**config.mk**
```make
export PLATFORM = sky130hd
export DESIGN_NAME = lsu_top
export DESIGN_NICKNAME = d
export VERILOG_FILES = /design/src/hw/lsu_pkg.sv /design/src/hw/lsu_req_if.sv /design/src/hw/lsu_ctrl.sv /design/src/hw/lsu_wdata_align.sv /design/src/hw/lsu_rdata_align.sv /design/src/hw/lsu_top.sv
export VERILOG_INCLUDE_DIRS = /design/src /design/src/include
export SDC_FILE = /design/constraint.sdc
export NUM_CORES = 1
export LEC_CHECK = 0
export BUFFER_PORTS_ARGS = -buffer_cell sky130_fd_sc_hd__buf_2
export CORE_MARGIN = 1
export CORE_UTILIZATION = 40
export DETAILED_ROUTE_END_ITERATION = 8
export PLACE_DENSITY = 0.76
export RECOVER_POWER = 100
export REMOVE_ABC_BUFFERS = 1
export SLEW_MARGIN = 0
export SYNTH_ARGS = -nofsm -noshare
export SYNTH_HDL_FRONTEND = slang
export SYNTH_SLANG_ARGS = --single-unit
```
**constraint.sdc**
```tcl
create_clock -name clk_i -period 3.27 [get_ports clk_i]
set_clock_uncertainty 0.1 [all_clocks]
set_input_delay 0.1635 -clock clk_i [delete_from_list [all_inputs] [get_ports clk_i]]
set_output_delay 0.1635 -clock clk_i [all_outputs]
set_load 0.1 [all_outputs]
```
**src/include/lsu_defs.svh**
```systemverilog
`ifndef LSU_DEFS_SVH
`define LSU_DEFS_SVH

// bus widths, the byte-lane logic assumes a 32-bit word
`define LSU_ADDR_W 32
`define LSU_DATA_W 32
`define LSU_BE_W   4  // one enable per byte lane

`endif

```
**src/hw/lsu_pkg.sv**
```systemverilog
package lsu_pkg;

  // access size as encoded by the decoder, 2'b11 behaves as a byte
  typedef enum logic [1:0] {
    LSU_WORD = 2'b00,
    LSU_HALF = 2'b01,
    LSU_BYTE = 2'b10
  } lsu_type_e;

  typedef logic [1:0] lsu_offset_t; // byte position inside a word

  // transaction FSM
  typedef enum logic [2:0] {
    LS_IDLE,
    LS_WAIT_GNT_MIS,              // first part of a split access waits for grant
    LS_WAIT_RVALID_MIS,           // first part granted, second part requested
    LS_WAIT_GNT,                  // single access or last part waits for grant
    LS_WAIT_RVALID_MIS_GNTS_DONE  // both parts granted, first rvalid outstanding
  } ls_fsm_e;

endpackage

```
**src/hw/lsu_req_if.sv**
```systemverilog
`timescale 1ns/1ps

// request attributes from the execute stage plus the controller strobes
interface lsu_req_if
  import lsu_pkg::*;
();

  lsu_type_e   data_type;         // access size
  lsu_offset_t offset;            // addr[1:0] of the current request
  logic        sign_ext;          // sign extend loaded halfwords and bytes
  logic        we;                // store when high

  logic        ctrl_update;       // capture the load attributes
  logic        rdata_update;      // capture first half of a split load
  logic        handle_misaligned; // second part of a split access in progress

  modport src (
    output data_type, offset, sign_ext, we
  );

  modport ctrl (
    input  data_type, offset, we,
    output ctrl_update, rdata_update, handle_misaligned
  );

  modport wdp (
    input data_type, offset, handle_misaligned
  );

  modport rdp (
    input data_type, offset, sign_ext, ctrl_update, rdata_update
  );

endinterface

```
**src/hw/lsu_ctrl.sv**
```systemverilog
`timescale 1ns/1ps
`include "lsu_defs.svh"

module lsu_ctrl
  import lsu_pkg::*;
(
  input  logic                   clk_i,
  input  logic                   rst_ni,

  input  logic                   lsu_req_i,       // access request from execute
  input  logic                   data_gnt_i,
  input  logic                   data_rvalid_i,
  input  logic                   data_err_i,      // valid with rvalid
  input  logic [`LSU_ADDR_W-1:0] addr_i,          // unaligned address from the adder

  lsu_req_if.ctrl                req,

  output logic                   data_req_o,
  output logic                   addr_incr_req_o, // execute must present addr + 4
  output logic                   lsu_req_done_o,
  output logic                   lsu_resp_valid_o,
  output logic                   lsu_rdata_valid_o,
  output logic                   load_err_o,
  output logic                   store_err_o,
  output logic                   busy_o,
  output logic [`LSU_ADDR_W-1:0] addr_last_o      // trap value / first failing address
);

  ls_fsm_e ls_fsm_cs, ls_fsm_ns;

  logic split_access;          // access needs two bus requests
  logic handle_mis_q, handle_mis_d;
  logic lsu_err_q, lsu_err_d;  // error seen on the first part
  logic data_we_q;             // kind of the access in flight
  logic addr_update;
  logic ctrl_update;
  logic rdata_update;
  logic any_err;

  logic [`LSU_ADDR_W-1:0] addr_last_q;

  // a word off its boundary, or a halfword starting in the top lane
  assign split_access = ((req.data_type == LSU_WORD) && (req.offset != 2'b00)) ||
                        ((req.data_type == LSU_HALF) && (req.offset == 2'b11));

  //////////////////////////////////////////////////////////////////////
  // transaction FSM
  //////////////////////////////////////////////////////////////////////

  always_comb begin
    ls_fsm_ns       = ls_fsm_cs;
    handle_mis_d    = handle_mis_q;
    lsu_err_d       = lsu_err_q;
    data_req_o      = 1'b0;
    addr_incr_req_o = 1'b0;
    addr_update     = 1'b0;
    ctrl_update     = 1'b0;
    rdata_update    = 1'b0;

    unique case (ls_fsm_cs)
      LS_IDLE: begin
        if (lsu_req_i) begin
          data_req_o = 1'b1;
          lsu_err_d  = 1'b0; // fresh access
          if (data_gnt_i) begin
            ctrl_update  = 1'b1;
            addr_update  = 1'b1;
            handle_mis_d = split_access;
            ls_fsm_ns    = split_access ? LS_WAIT_RVALID_MIS : LS_IDLE;
          end else begin
            ls_fsm_ns    = split_access ? LS_WAIT_GNT_MIS : LS_WAIT_GNT;
          end
        end
      end

      LS_WAIT_GNT_MIS: begin
        data_req_o = 1'b1; // hold first part until granted
        if (data_gnt_i) begin
          ctrl_update  = 1'b1;
          addr_update  = 1'b1;
          handle_mis_d = 1'b1;
          ls_fsm_ns    = LS_WAIT_RVALID_MIS;
        end
      end

      LS_WAIT_RVALID_MIS: begin
        data_req_o      = 1'b1; // second part goes out right away
        addr_incr_req_o = 1'b1;
        if (data_rvalid_i) begin
          lsu_err_d    = data_err_i;                // first part status
          rdata_update = ~data_we_q;                // keep upper bytes of a load
          addr_update  = data_gnt_i & ~data_err_i;  // keep failing address
          handle_mis_d = ~data_gnt_i;
          ls_fsm_ns    = data_gnt_i ? LS_IDLE : LS_WAIT_GNT;
        end else if (data_gnt_i) begin
          // second grant before first response
          handle_mis_d = 1'b0;
          ls_fsm_ns    = LS_WAIT_RVALID_MIS_GNTS_DONE;
        end
      end

      LS_WAIT_GNT: begin
        data_req_o      = 1'b1;
        addr_incr_req_o = handle_mis_q; // only when this is the second part
        if (data_gnt_i) begin
          ctrl_update  = 1'b1;
          addr_update  = ~lsu_err_q;
          handle_mis_d = 1'b0;
          ls_fsm_ns    = LS_IDLE;
        end
      end

      LS_WAIT_RVALID_MIS_GNTS_DONE: begin
        addr_incr_req_o = 1'b1; // keeps addr + 4 valid for addr_last
        if (data_rvalid_i) begin
          lsu_err_d    = data_err_i;
          addr_update  = ~data_err_i;
          rdata_update = ~data_we_q;
          ls_fsm_ns    = LS_IDLE; // second rvalid arrives in idle
        end
      end

      default: ls_fsm_ns = LS_IDLE;
    endcase
  end

  always_ff @(posedge clk_i or negedge rst_ni) begin
    if (!rst_ni) begin
      ls_fsm_cs    <= LS_IDLE;
      handle_mis_q <= 1'b0;
      lsu_err_q    <= 1'b0;
    end else begin
      ls_fsm_cs    <= ls_fsm_ns;
      handle_mis_q <= handle_mis_d;
      lsu_err_q    <= lsu_err_d;
    end
  end

  // access kind, latched with the other attributes
  always_ff @(posedge clk_i or negedge rst_ni) begin
    if (!rst_ni) begin
      data_we_q <= 1'b0;
    end else if (ctrl_update) begin
      data_we_q <= req.we;
    end
  end

  // last address for mtval, frozen after a first-part error
  always_ff @(posedge clk_i or negedge rst_ni) begin
    if (!rst_ni) begin
      addr_last_q <= '0;
    end else if (addr_update) begin
      addr_last_q <= addr_i;
    end
  end

  //////////////////////////////////////////////////////////////////////
  // outputs
  //////////////////////////////////////////////////////////////////////

  assign req.ctrl_update       = ctrl_update;
  assign req.rdata_update      = rdata_update;
  assign req.handle_misaligned = handle_mis_q;

  assign lsu_req_done_o    = (lsu_req_i | (ls_fsm_cs != LS_IDLE)) & (ls_fsm_ns == LS_IDLE);

  assign any_err           = lsu_err_q | data_err_i;  // either part failed
  assign lsu_resp_valid_o  = data_rvalid_i & (ls_fsm_cs == LS_IDLE);
  assign lsu_rdata_valid_o = lsu_resp_valid_o & ~any_err & ~data_we_q;
  assign load_err_o        = lsu_resp_valid_o & any_err & ~data_we_q;
  assign store_err_o       = lsu_resp_valid_o & any_err &  data_we_q;

  assign busy_o      = (ls_fsm_cs != LS_IDLE);
  assign addr_last_o = addr_last_q;

endmodule

```
**src/hw/lsu_wdata_align.sv**
```systemverilog
`timescale 1ns/1ps
`include "lsu_defs.svh"

module lsu_wdata_align
  import lsu_pkg::*;
(
  lsu_req_if.wdp                 req,

  input  logic [`LSU_DATA_W-1:0] wdata_i, // store data, lsb aligned
  output logic [`LSU_BE_W-1:0]   be_o,    // lanes touched by this bus request
  output logic [`LSU_DATA_W-1:0] wdata_o  // data rotated into its lanes
);

  //////////////////////////////////////////////////////////////////////
  // byte enables
  //////////////////////////////////////////////////////////////////////

  always_comb begin
    unique case (req.data_type)
      LSU_WORD: begin
        if (!req.handle_misaligned) begin
          be_o = 4'b1111 << req.offset;     // lanes k..3
        end else begin
          be_o = ~(4'b1111 << req.offset);  // lanes 0..k-1 of next word
        end
      end
      LSU_HALF: begin
        if (!req.handle_misaligned) begin
          be_o = 4'b0011 << req.offset;     // lane 4 drops out at offset 3
        end else begin
          be_o = 4'b0001;
        end
      end
      default: be_o = 4'b0001 << req.offset; // byte, also code 2'b11
    endcase
  end

  //////////////////////////////////////////////////////////////////////
  // write data rotation
  //////////////////////////////////////////////////////////////////////

  // rotate left by offset bytes, same rotation serves both parts
  always_comb begin
    unique case (req.offset)
      2'b01:   wdata_o = {wdata_i[23:0], wdata_i[31:24]};
      2'b10:   wdata_o = {wdata_i[15:0], wdata_i[31:16]};
      2'b11:   wdata_o = {wdata_i[7:0],  wdata_i[31:8]};
      default: wdata_o = wdata_i;
    endcase
  end

endmodule

```
**src/hw/lsu_rdata_align.sv**
```systemverilog
`timescale 1ns/1ps
`include "lsu_defs.svh"

module lsu_rdata_align
  import lsu_pkg::*;
(
  input  logic                   clk_i,
  input  logic                   rst_ni,
  input  logic [`LSU_DATA_W-1:0] rdata_i, // raw bus read data

  lsu_req_if.rdp                 req,

  output logic [`LSU_DATA_W-1:0] rdata_o  // aligned and extended load data
);

  lsu_offset_t offset_q;
  lsu_type_e   type_q;
  logic        sign_ext_q;
  logic [23:0] upper_q;      // bytes 3..1 of the first part

  logic [55:0] joined;       // second part above first part upper bytes
  logic [1:0]  word_sel;     // byte index of the word window in joined
  logic [31:0] rdata_w;
  logic [15:0] half_raw;
  logic [7:0]  byte_raw;
  logic        sign_bit;

  //////////////////////////////////////////////////////////////////////
  // captured attributes
  //////////////////////////////////////////////////////////////////////

  always_ff @(posedge clk_i or negedge rst_ni) begin
    if (!rst_ni) begin
      offset_q   <= 2'b00;
      type_q     <= LSU_WORD;
      sign_ext_q <= 1'b0;
    end else if (req.ctrl_update) begin
      offset_q   <= req.offset;
      type_q     <= req.data_type;
      sign_ext_q <= req.sign_ext;
    end
  end

  always_ff @(posedge clk_i) begin
    if (req.rdata_update) begin
      upper_q <= rdata_i[31:8]; // byte 0 never belongs to a split load
    end
  end

  //////////////////////////////////////////////////////////////////////
  // realignment
  //////////////////////////////////////////////////////////////////////

  assign joined   = {rdata_i, upper_q};
  assign word_sel = offset_q - 2'd1; // offset 0 wraps to the plain bus word
  assign rdata_w  = joined[{word_sel, 3'b000} +: 32];

  always_comb begin
    if (offset_q == 2'b11) begin
      half_raw = {rdata_i[7:0], upper_q[23:16]}; // halfword across the boundary
    end else begin
      half_raw = rdata_i[{offset_q, 3'b000} +: 16];
    end
  end

  assign byte_raw = rdata_i[{offset_q, 3'b000} +: 8];

  //////////////////////////////////////////////////////////////////////
  // extension
  //////////////////////////////////////////////////////////////////////

  always_comb begin
    sign_bit = 1'b0;
    unique case (type_q)
      LSU_WORD: begin
        rdata_o = rdata_w;
      end
      LSU_HALF: begin
        sign_bit = sign_ext_q & half_raw[15];
        rdata_o  = {{16{sign_bit}}, half_raw};
      end
      default: begin // byte
        sign_bit = sign_ext_q & byte_raw[7];
        rdata_o  = {{24{sign_bit}}, byte_raw};
      end
    endcase
  end

endmodule

```
**src/hw/lsu_top.sv**
```systemverilog
`timescale 1ns/1ps
`include "lsu_defs.svh"

module lsu_top
  import lsu_pkg::*;
(
  input  logic                   clk_i,
  input  logic                   rst_ni,

  // data bus
  output logic                   data_req_o,
  input  logic                   data_gnt_i,
  input  logic                   data_rvalid_i,
  input  logic                   data_err_i,
  output logic [`LSU_ADDR_W-1:0] data_addr_o,      // always word aligned
  output logic                   data_we_o,
  output logic [`LSU_BE_W-1:0]   data_be_o,
  output logic [`LSU_DATA_W-1:0] data_wdata_o,
  input  logic [`LSU_DATA_W-1:0] data_rdata_i,

  // execute stage side
  input  logic                   lsu_we_i,
  input  lsu_type_e              lsu_type_i,
  input  logic [`LSU_DATA_W-1:0] lsu_wdata_i,
  input  logic                   lsu_sign_ext_i,
  input  logic                   lsu_req_i,
  input  logic [`LSU_ADDR_W-1:0] adder_result_ex_i, // byte address from the ALU

  output logic [`LSU_DATA_W-1:0] lsu_rdata_o,
  output logic                   lsu_rdata_valid_o,
  output logic                   addr_incr_req_o,
  output logic [`LSU_ADDR_W-1:0] addr_last_o,
  output logic                   lsu_req_done_o,
  output logic                   lsu_resp_valid_o,
  output logic                   load_err_o,
  output logic                   store_err_o,
  output logic                   busy_o
);

  lsu_req_if u_req_if ();

  // attributes straight from execute
  assign u_req_if.data_type = lsu_type_i;
  assign u_req_if.offset    = adder_result_ex_i[1:0];
  assign u_req_if.sign_ext  = lsu_sign_ext_i;
  assign u_req_if.we        = lsu_we_i;

  assign data_addr_o = {adder_result_ex_i[`LSU_ADDR_W-1:2], 2'b00};
  assign data_we_o   = lsu_we_i;

  lsu_ctrl u_ctrl (
    .clk_i             (clk_i),
    .rst_ni            (rst_ni),
    .lsu_req_i         (lsu_req_i),
    .data_gnt_i        (data_gnt_i),
    .data_rvalid_i     (data_rvalid_i),
    .data_err_i        (data_err_i),
    .addr_i            (adder_result_ex_i),
    .req               (u_req_if.ctrl),
    .data_req_o        (data_req_o),
    .addr_incr_req_o   (addr_incr_req_o),
    .lsu_req_done_o    (lsu_req_done_o),
    .lsu_resp_valid_o  (lsu_resp_valid_o),
    .lsu_rdata_valid_o (lsu_rdata_valid_o),
    .load_err_o        (load_err_o),
    .store_err_o       (store_err_o),
    .busy_o            (busy_o),
    .addr_last_o       (addr_last_o)
  );

  lsu_wdata_align u_wdata_align (
    .req     (u_req_if.wdp),
    .wdata_i (lsu_wdata_i),
    .be_o    (data_be_o),
    .wdata_o (data_wdata_o)
  );

  lsu_rdata_align u_rdata_align (
    .clk_i   (clk_i),
    .rst_ni  (rst_ni),
    .rdata_i (data_rdata_i),
    .req     (u_req_if.rdp),
    .rdata_o (lsu_rdata_o)
  );

endmodule

```
==> results of run 1 <==
-- critical path, delay by kind of cell (launching register included) --
family                   cells  cell delay [ps]
AO/OA/AOI/OAI                1               70
adder cells (fa/ha/maj)      1              340
buffers and inverters        2              870
flip-flops                   1              510
multiplexers                 1              590
AND/OR/NAND/NOR              1               80
-- cells in the final DEF (no fill, tap or decap), types with 10 or more instances in the layout --
master         synthesis  layout
clkbuf_1              27     132
buf_2                 13      88
dlygate4sd3_1          0      57
nor2_1                56      55
a21oi_1               45      45
dfrtp_1               43      41
nand2_1               34      34
mux4_2                33      33
a222oi_1              32      32
mux2_1                30      30
o21ai_0               26      27
edfxtp_1              24      24
o22a_1                17      17
inv_1                 16      16
nor2b_1               16      16
a211oi_1              16      16
clkbuf_2               1      16
buf_4                 36      12
mux2i_1               11      11
clkbuf_16              0      10
-- layer usage --
metal | part of all wire (%) | global-route usage (%) | vias up
met1 | 41 | 29.1 | 2581
met4 | 1.9 | 7.53 | 0
li1 | - | - | 2526
met3 | 7.8 | 5.65 | 29
met2 | 50 | 39.6 | 282
met5 | 0 | 0 | -
-- what timing repair did --
action,4_1_cts,5_1_grt
resized for setup,0,1
hold buffers,57,0
setup endpoints to repair,0,1
endpoints found under the hold margin,99,0
-- metrics by stage --
stage | cells | worst slack, ps | util [%]
floorplan | 449 | -2800 | -
global placement | 886 | 660 | 51.5
detailed placement | 886 | 561 | 51.5
CTS | 959 | 197 | 58.0
global route | 959 | 96.5 | 55.5
finish | 959 | 211 | 55.5
-- synth_stat cells, types with 2 or more instances --
cell type / count
nor2_1: 56
buf_2: 13
a222oi_1: 32
o22a_1: 17
mux2i_1: 11
nor2b_1: 16
nor3_1: 4
mux2_2: 7
o311ai_0: 8
buf_6: 5
buf_4: 36
o211ai_1: 2
clkbuf_1: 27
mux2_1: 30
inv_1: 16
edfxtp_1: 24
dfrtp_1: 43
ha_1: 8
a211oi_1: 16
a21oi_1: 45
o311a_1: 2
o211ai_2: 2
o21ai_0: 26
mux4_2: 33
nand2_1: 34
-- sequential cells by signal, summed over array words and instances, names as in the netlist --
name / count
u_rdata_align.offset_q: 2
u_rdata_align.sign_ext_q: 1
u_ctrl.ls_fsm_cs: 3
u_ctrl.data_we_q: 1
u_ctrl.lsu_err_q: 1
u_rdata_align.type_q: 2
u_ctrl.addr_last_o: 32
u_rdata_align.upper_q: 24
u_ctrl.req.handle_misaligned: 1
-- layout make-up --
type	count	area (um2)
clock buffer	10	250
clock inverter	6	45.0
fill	1227	5890
inverter	17	63.8
multi-input combinational	365	3070
sequential	67	1800
tap	176	220
timing repair buffer	318	1900
-- path summary, 6_finish.rpt --
path / start / to / depth (start not counted)
min in group asynchronous: rst_ni / u_ctrl.addr_last_o[5] / 2
min reg2reg: u_ctrl.addr_last_o[24] / u_ctrl.addr_last_o[24] / 1
max: u_rdata_align.offset_q[1] / lsu_rdata_o[19] / 6
min: adder_result_ex_i[1] / u_ctrl.addr_last_o[1] / 2
max reg2reg: u_ctrl.ls_fsm_cs[1] / u_ctrl.addr_last_o[6] / 5
max in group asynchronous: rst_ni / u_rdata_align.offset_q[1] / 2
-- logic make-up (layout without fill, tap and decap cells) --
group	after synthesis	count (layout)	synth area share, %
compound gates	158	158	21.7
flops	67	67	33.2
buf+inv	99	351	10.4
simple gates	116	116	9.40
mux	81	81	23.5
other cells	1	2	0.0692
fa+ha+maj	8	8	1.85
==> results.sh, run 1 <==
export IMPL_rsz0062_at_grt="false"
export IMPL_synth_edf_count=24
export IMPL_slew_headroom_pct=-54.6
export IMPL_clock_sinks=67
export IMPL_syn_avg_cell_area_um2=10.2
export IMPL_gp_congestion=0.929
export IMPL_worstMarginPinSlew_ps=2320
export IMPL_drv_cap=1
export IMPL_hold_viol_final=0
export IMPL_drt_iter0_markers=535
export IMPL_worstPathCellList="ha_1 -> clkbuf_2 -> mux4_2 -> nand2_1 -> o21ai_0 -> clkbuf_2"
export IMPL_synth_warnings=0
export IMPL_numCtsBuffers=9
export IMPL_cts_tree="built"
export IMPL_die_area_um2=14000
export IMPL_final_max_slew_viol_count=44
export IMPL_cpMostUsedCell="clkbuf_2"
export IMPL_grt_first_pass_wirelength_mm=26.2
export IMPL_netlist_area_um2=5420
export IMPL_ys_seq_area_share_pct=33.2
export IMPL_timing_setup_tns_ps=0
export IMPL_holdCritPathClass="in -> reg"
export IMPL_io_pins=247
export IMPL_synth_ff_type="dfrtp_1"
export IMPL_vias=5418
export IMPL_status="complete, but fails checks"
export IMPL_path_max_fanout=20
export IMPL_syn_to_final_growth_pct=35.7
export IMPL_post_cts_buffers=0
export IMPL_rrSetupSlack_ps=320
export IMPL_timing_fmax_mhz=327
export IMPL_hpwl_mm=11.2
export IMPL_cpPeakStageDelay_ps=590
export IMPL_fin_hold_ws_ps=46.4
export IMPL_die_w_um=118
export IMPL_via_per_inst=5.65
export IMPL_ys_seq_elements=67
export IMPL_path_class="reg -> out"
export IMPL_finalInstanceArea_um2=7350
export IMPL_finalSetupViolCount=0
export IMPL_grt_pass1_vias=5186
export IMPL_nets=892
export IMPL_cp_slowest_cell="mux4_2"
export IMPL_grt_overflow=0
export IMPL_grtUsageTotal_pct=23.3
export IMPL_clockBufferDepth=2
export IMPL_grt_start_max_net_pins=44
export IMPL_htreeDepth=3
export IMPL_period_needed_ps=3060
export IMPL_clock_latency_ps=330
export IMPL_synthCells=530
export IMPL_antenna_found_initial=0
export IMPL_clock_root_buffer="clkbuf_16"
export IMPL_synth_top_area_share_pct=19.9
export IMPL_avgRoutedWirePerCell_um=17.0
export IMPL_die_y_um=118
export IMPL_drtPass1Iterations=7
export IMPL_ant_nets=0
export IMPL_drcViolationCount=0
export IMPL_finalCritPeriodShare_pct=93.6
export IMPL_clkTransAtPathRegs_ps=60
export IMPL_synth_area_top_cells="dfrtp_1, mux4_2, edfxtp_1"
export IMPL_rows=42
export IMPL_num_antenna_cells=0
export IMPL_critPathLaunchType="register"
export IMPL_critPathCaptureType="primary output"
export IMPL_numPortBuffers=244
export IMPL_violations="max-capacitance violations, max-slew violations"
export IMPL_drt_wl_total_mm=16.3
export IMPL_cp_arrival_ps=2800
export IMPL_async_flop_share_pct=64.2
export IMPL_core_area_um2=13200
export IMPL_cp_required_ps=3010
export IMPL_start_util_pct=40.9
export IMPL_yosysUniqueCellTypes=42
export IMPL_drive_gt1_share_pct=24.8
export IMPL_synth_largest_area_cell="dfrtp_1"
export IMPL_place_area_um2=6820
Power of run 1 is left out: the tool's default activity adds up to more than one toggle a clock period on the data nets, which glitch-free logic cannot reach.
==> run 2: changes to the inputs <==
--- a/config.mk
+++ b/config.mk
@@ -14,3 +14,2 @@
 export RECOVER_POWER = 100
-export REMOVE_ABC_BUFFERS = 1
 export SLEW_MARGIN = 0
==> constraint.sdc (replaced) <==
create_clock -name clk_i -period 3.27 [get_ports clk_i]
set_clock_uncertainty 0.1 [all_clocks]
set_input_delay 0.327 -clock clk_i [delete_from_list [all_inputs] [get_ports clk_i]]
set_output_delay 0.327 -clock clk_i [all_outputs]
set_load 0.1 [all_outputs]
==> results.sh, run 2 (same netlist as run 1, synthesis figures left out) <==
export IMPL_violations="max-capacitance violations, max-slew violations"
export IMPL_clockBufferDepth=2
export IMPL_timing_fmax_mhz=319
export IMPL_hpwl_mm=11.8
export IMPL_mostFrequentLayoutCells="clkbuf_1, buf_2, nor2_1, a21oi_1, dfrtp_1"
export IMPL_post_cts_buffers=0
export IMPL_clock_sinks=67
export IMPL_drt_wl_total_mm=15.9
export IMPL_worstMarginPinSlew_ps=2380
export IMPL_start_util_pct=40.9
export IMPL_ant_nets=0
export IMPL_grt_first_pass_wirelength_mm=26.0
export IMPL_die_y_um=118
export IMPL_path_buf_inv=2
export IMPL_worstPathCellList="ha_1 -> clkinv_1 -> a21oi_1 -> o22a_1 -> clkbuf_2"
export IMPL_drt_iter0_markers=739
export IMPL_fillCellCount=1282
export IMPL_critical_path_top_delay_family="compound AO/OA/AOI/OAI gates"
export IMPL_final_max_slew_viol_count=44
export IMPL_cpPeakStageDelay_ps=780
export IMPL_grt_pass1_vias=5033
export IMPL_drtPass1Iterations=6
export IMPL_drcViolationCount=0
export IMPL_fin_cells=898
export IMPL_cts_tree="built"
export IMPL_cp_slowest_cell="a21oi_1"
export IMPL_grt_overflow=0
export IMPL_holdCritPathClass="in -> reg"
export IMPL_slew_headroom_pct=-58.4
export IMPL_largest_register_ffs=32
export IMPL_ctsHoldBuffers=0
export IMPL_die_area_um2=14000
export IMPL_ctsResizeCount=0
export IMPL_dpl_cell_count=882
export IMPL_rsz0062_at_grt="false"
export IMPL_syn_to_final_growth_pct=28.2
export IMPL_grt_start_max_net_pins=66
export IMPL_path_max_fanout=9
export IMPL_nets=831
export IMPL_gp_congestion=0.846
export IMPL_hold_viol_final=0
export IMPL_drive_gt1_share_pct=30.3
export IMPL_period_needed_ps=3130
export IMPL_finalInstanceArea_um2=6940
export IMPL_finalCritPeriodShare_pct=95.8
export IMPL_seq_area_um2=1800
export IMPL_die_w_um=118
export IMPL_via_per_inst=5.85
export IMPL_timing_setup_tns_ps=0
export IMPL_antenna_found_initial=0
export IMPL_avgRoutedWirePerCell_um=17.7
export IMPL_clock_root_buffer="clkbuf_16"
export IMPL_num_antenna_cells=0
export IMPL_htreeDepth=3
export IMPL_clkTransAtPathRegs_ps=60
export IMPL_status="complete, but fails checks"
export IMPL_multi_input_area_um2=3090
export IMPL_io_pins=247
export IMPL_drv_cap=1
export IMPL_numCtsBuffers=9
export IMPL_vias=5252
export IMPL_clock_latency_ps=330
export IMPL_grtUsageTotal_pct=23.2
export IMPL_final_common_cell="clkbuf_1"
export IMPL_critPathLaunchType="register"
export IMPL_cp_required_ps=2840
export IMPL_cp_arrival_ps=2710
export IMPL_place_area_um2=7230
export IMPL_critPathCaptureType="primary output"
export IMPL_core_area_um2=13200
export IMPL_postLayoutCoreUtil_pct=52.4
export IMPL_numPortBuffers=244
export IMPL_path_class="reg -> out"
export IMPL_finalSetupViolCount=0
export IMPL_rows=42
-- run 2: per-layer routing --
layer | GRT usage, % | share of wire, % | up-vias
li1 | - | - | 2397
met1 | 28.5 | 39 | 2545
met2 | 38.8 | 50 | 293
met3 | 7.09 | 9.4 | 17
met4 | 7.13 | 1.2 | 0
met5 | 0 | 0 | -
-- run 2: path summary, 6_finish.rpt --
check	startpoint	slack, ps	endpoint	cells after the start
max in group asynchronous	rst_ni	930	u_rdata_align.offset_q[0]	1
worst min-delay path	adder_result_ex_i[6]	120	u_ctrl.addr_last_o[6]	2
worst max register to register	u_ctrl.ls_fsm_cs[1]	570	u_ctrl.addr_last_o[20]	5
worst min register to register	u_ctrl.addr_last_o[14]	380	u_ctrl.addr_last_o[14]	1
worst max-delay path	u_rdata_align.offset_q[0]	140	lsu_rdata_o[2]	5
min in group asynchronous	rst_ni	610	u_ctrl.addr_last_o[28]	1
-- run 2: final cells by class --
cell class | count | area share (%)
Multi-Input combinational cell | 365 | 44.5
Inverter | 17 | 0.919
Clock inverter | 7 | 0.721
Timing Repair Buffer | 257 | 21.5
Tap cell | 176 | 3.17
Sequential cell | 67 | 25.9
Clock buffer | 9 | 3.24
-- run 2: through the flow --
step                setup WS (ps)  hold WS (ps)
finish                        136           122
global route                 58.3           115
CTS                           202          85.3
detailed placement            584           369
global placement              618           363
floorplan                    -637         -68.6
Power of run 2 is left out for the same reason.
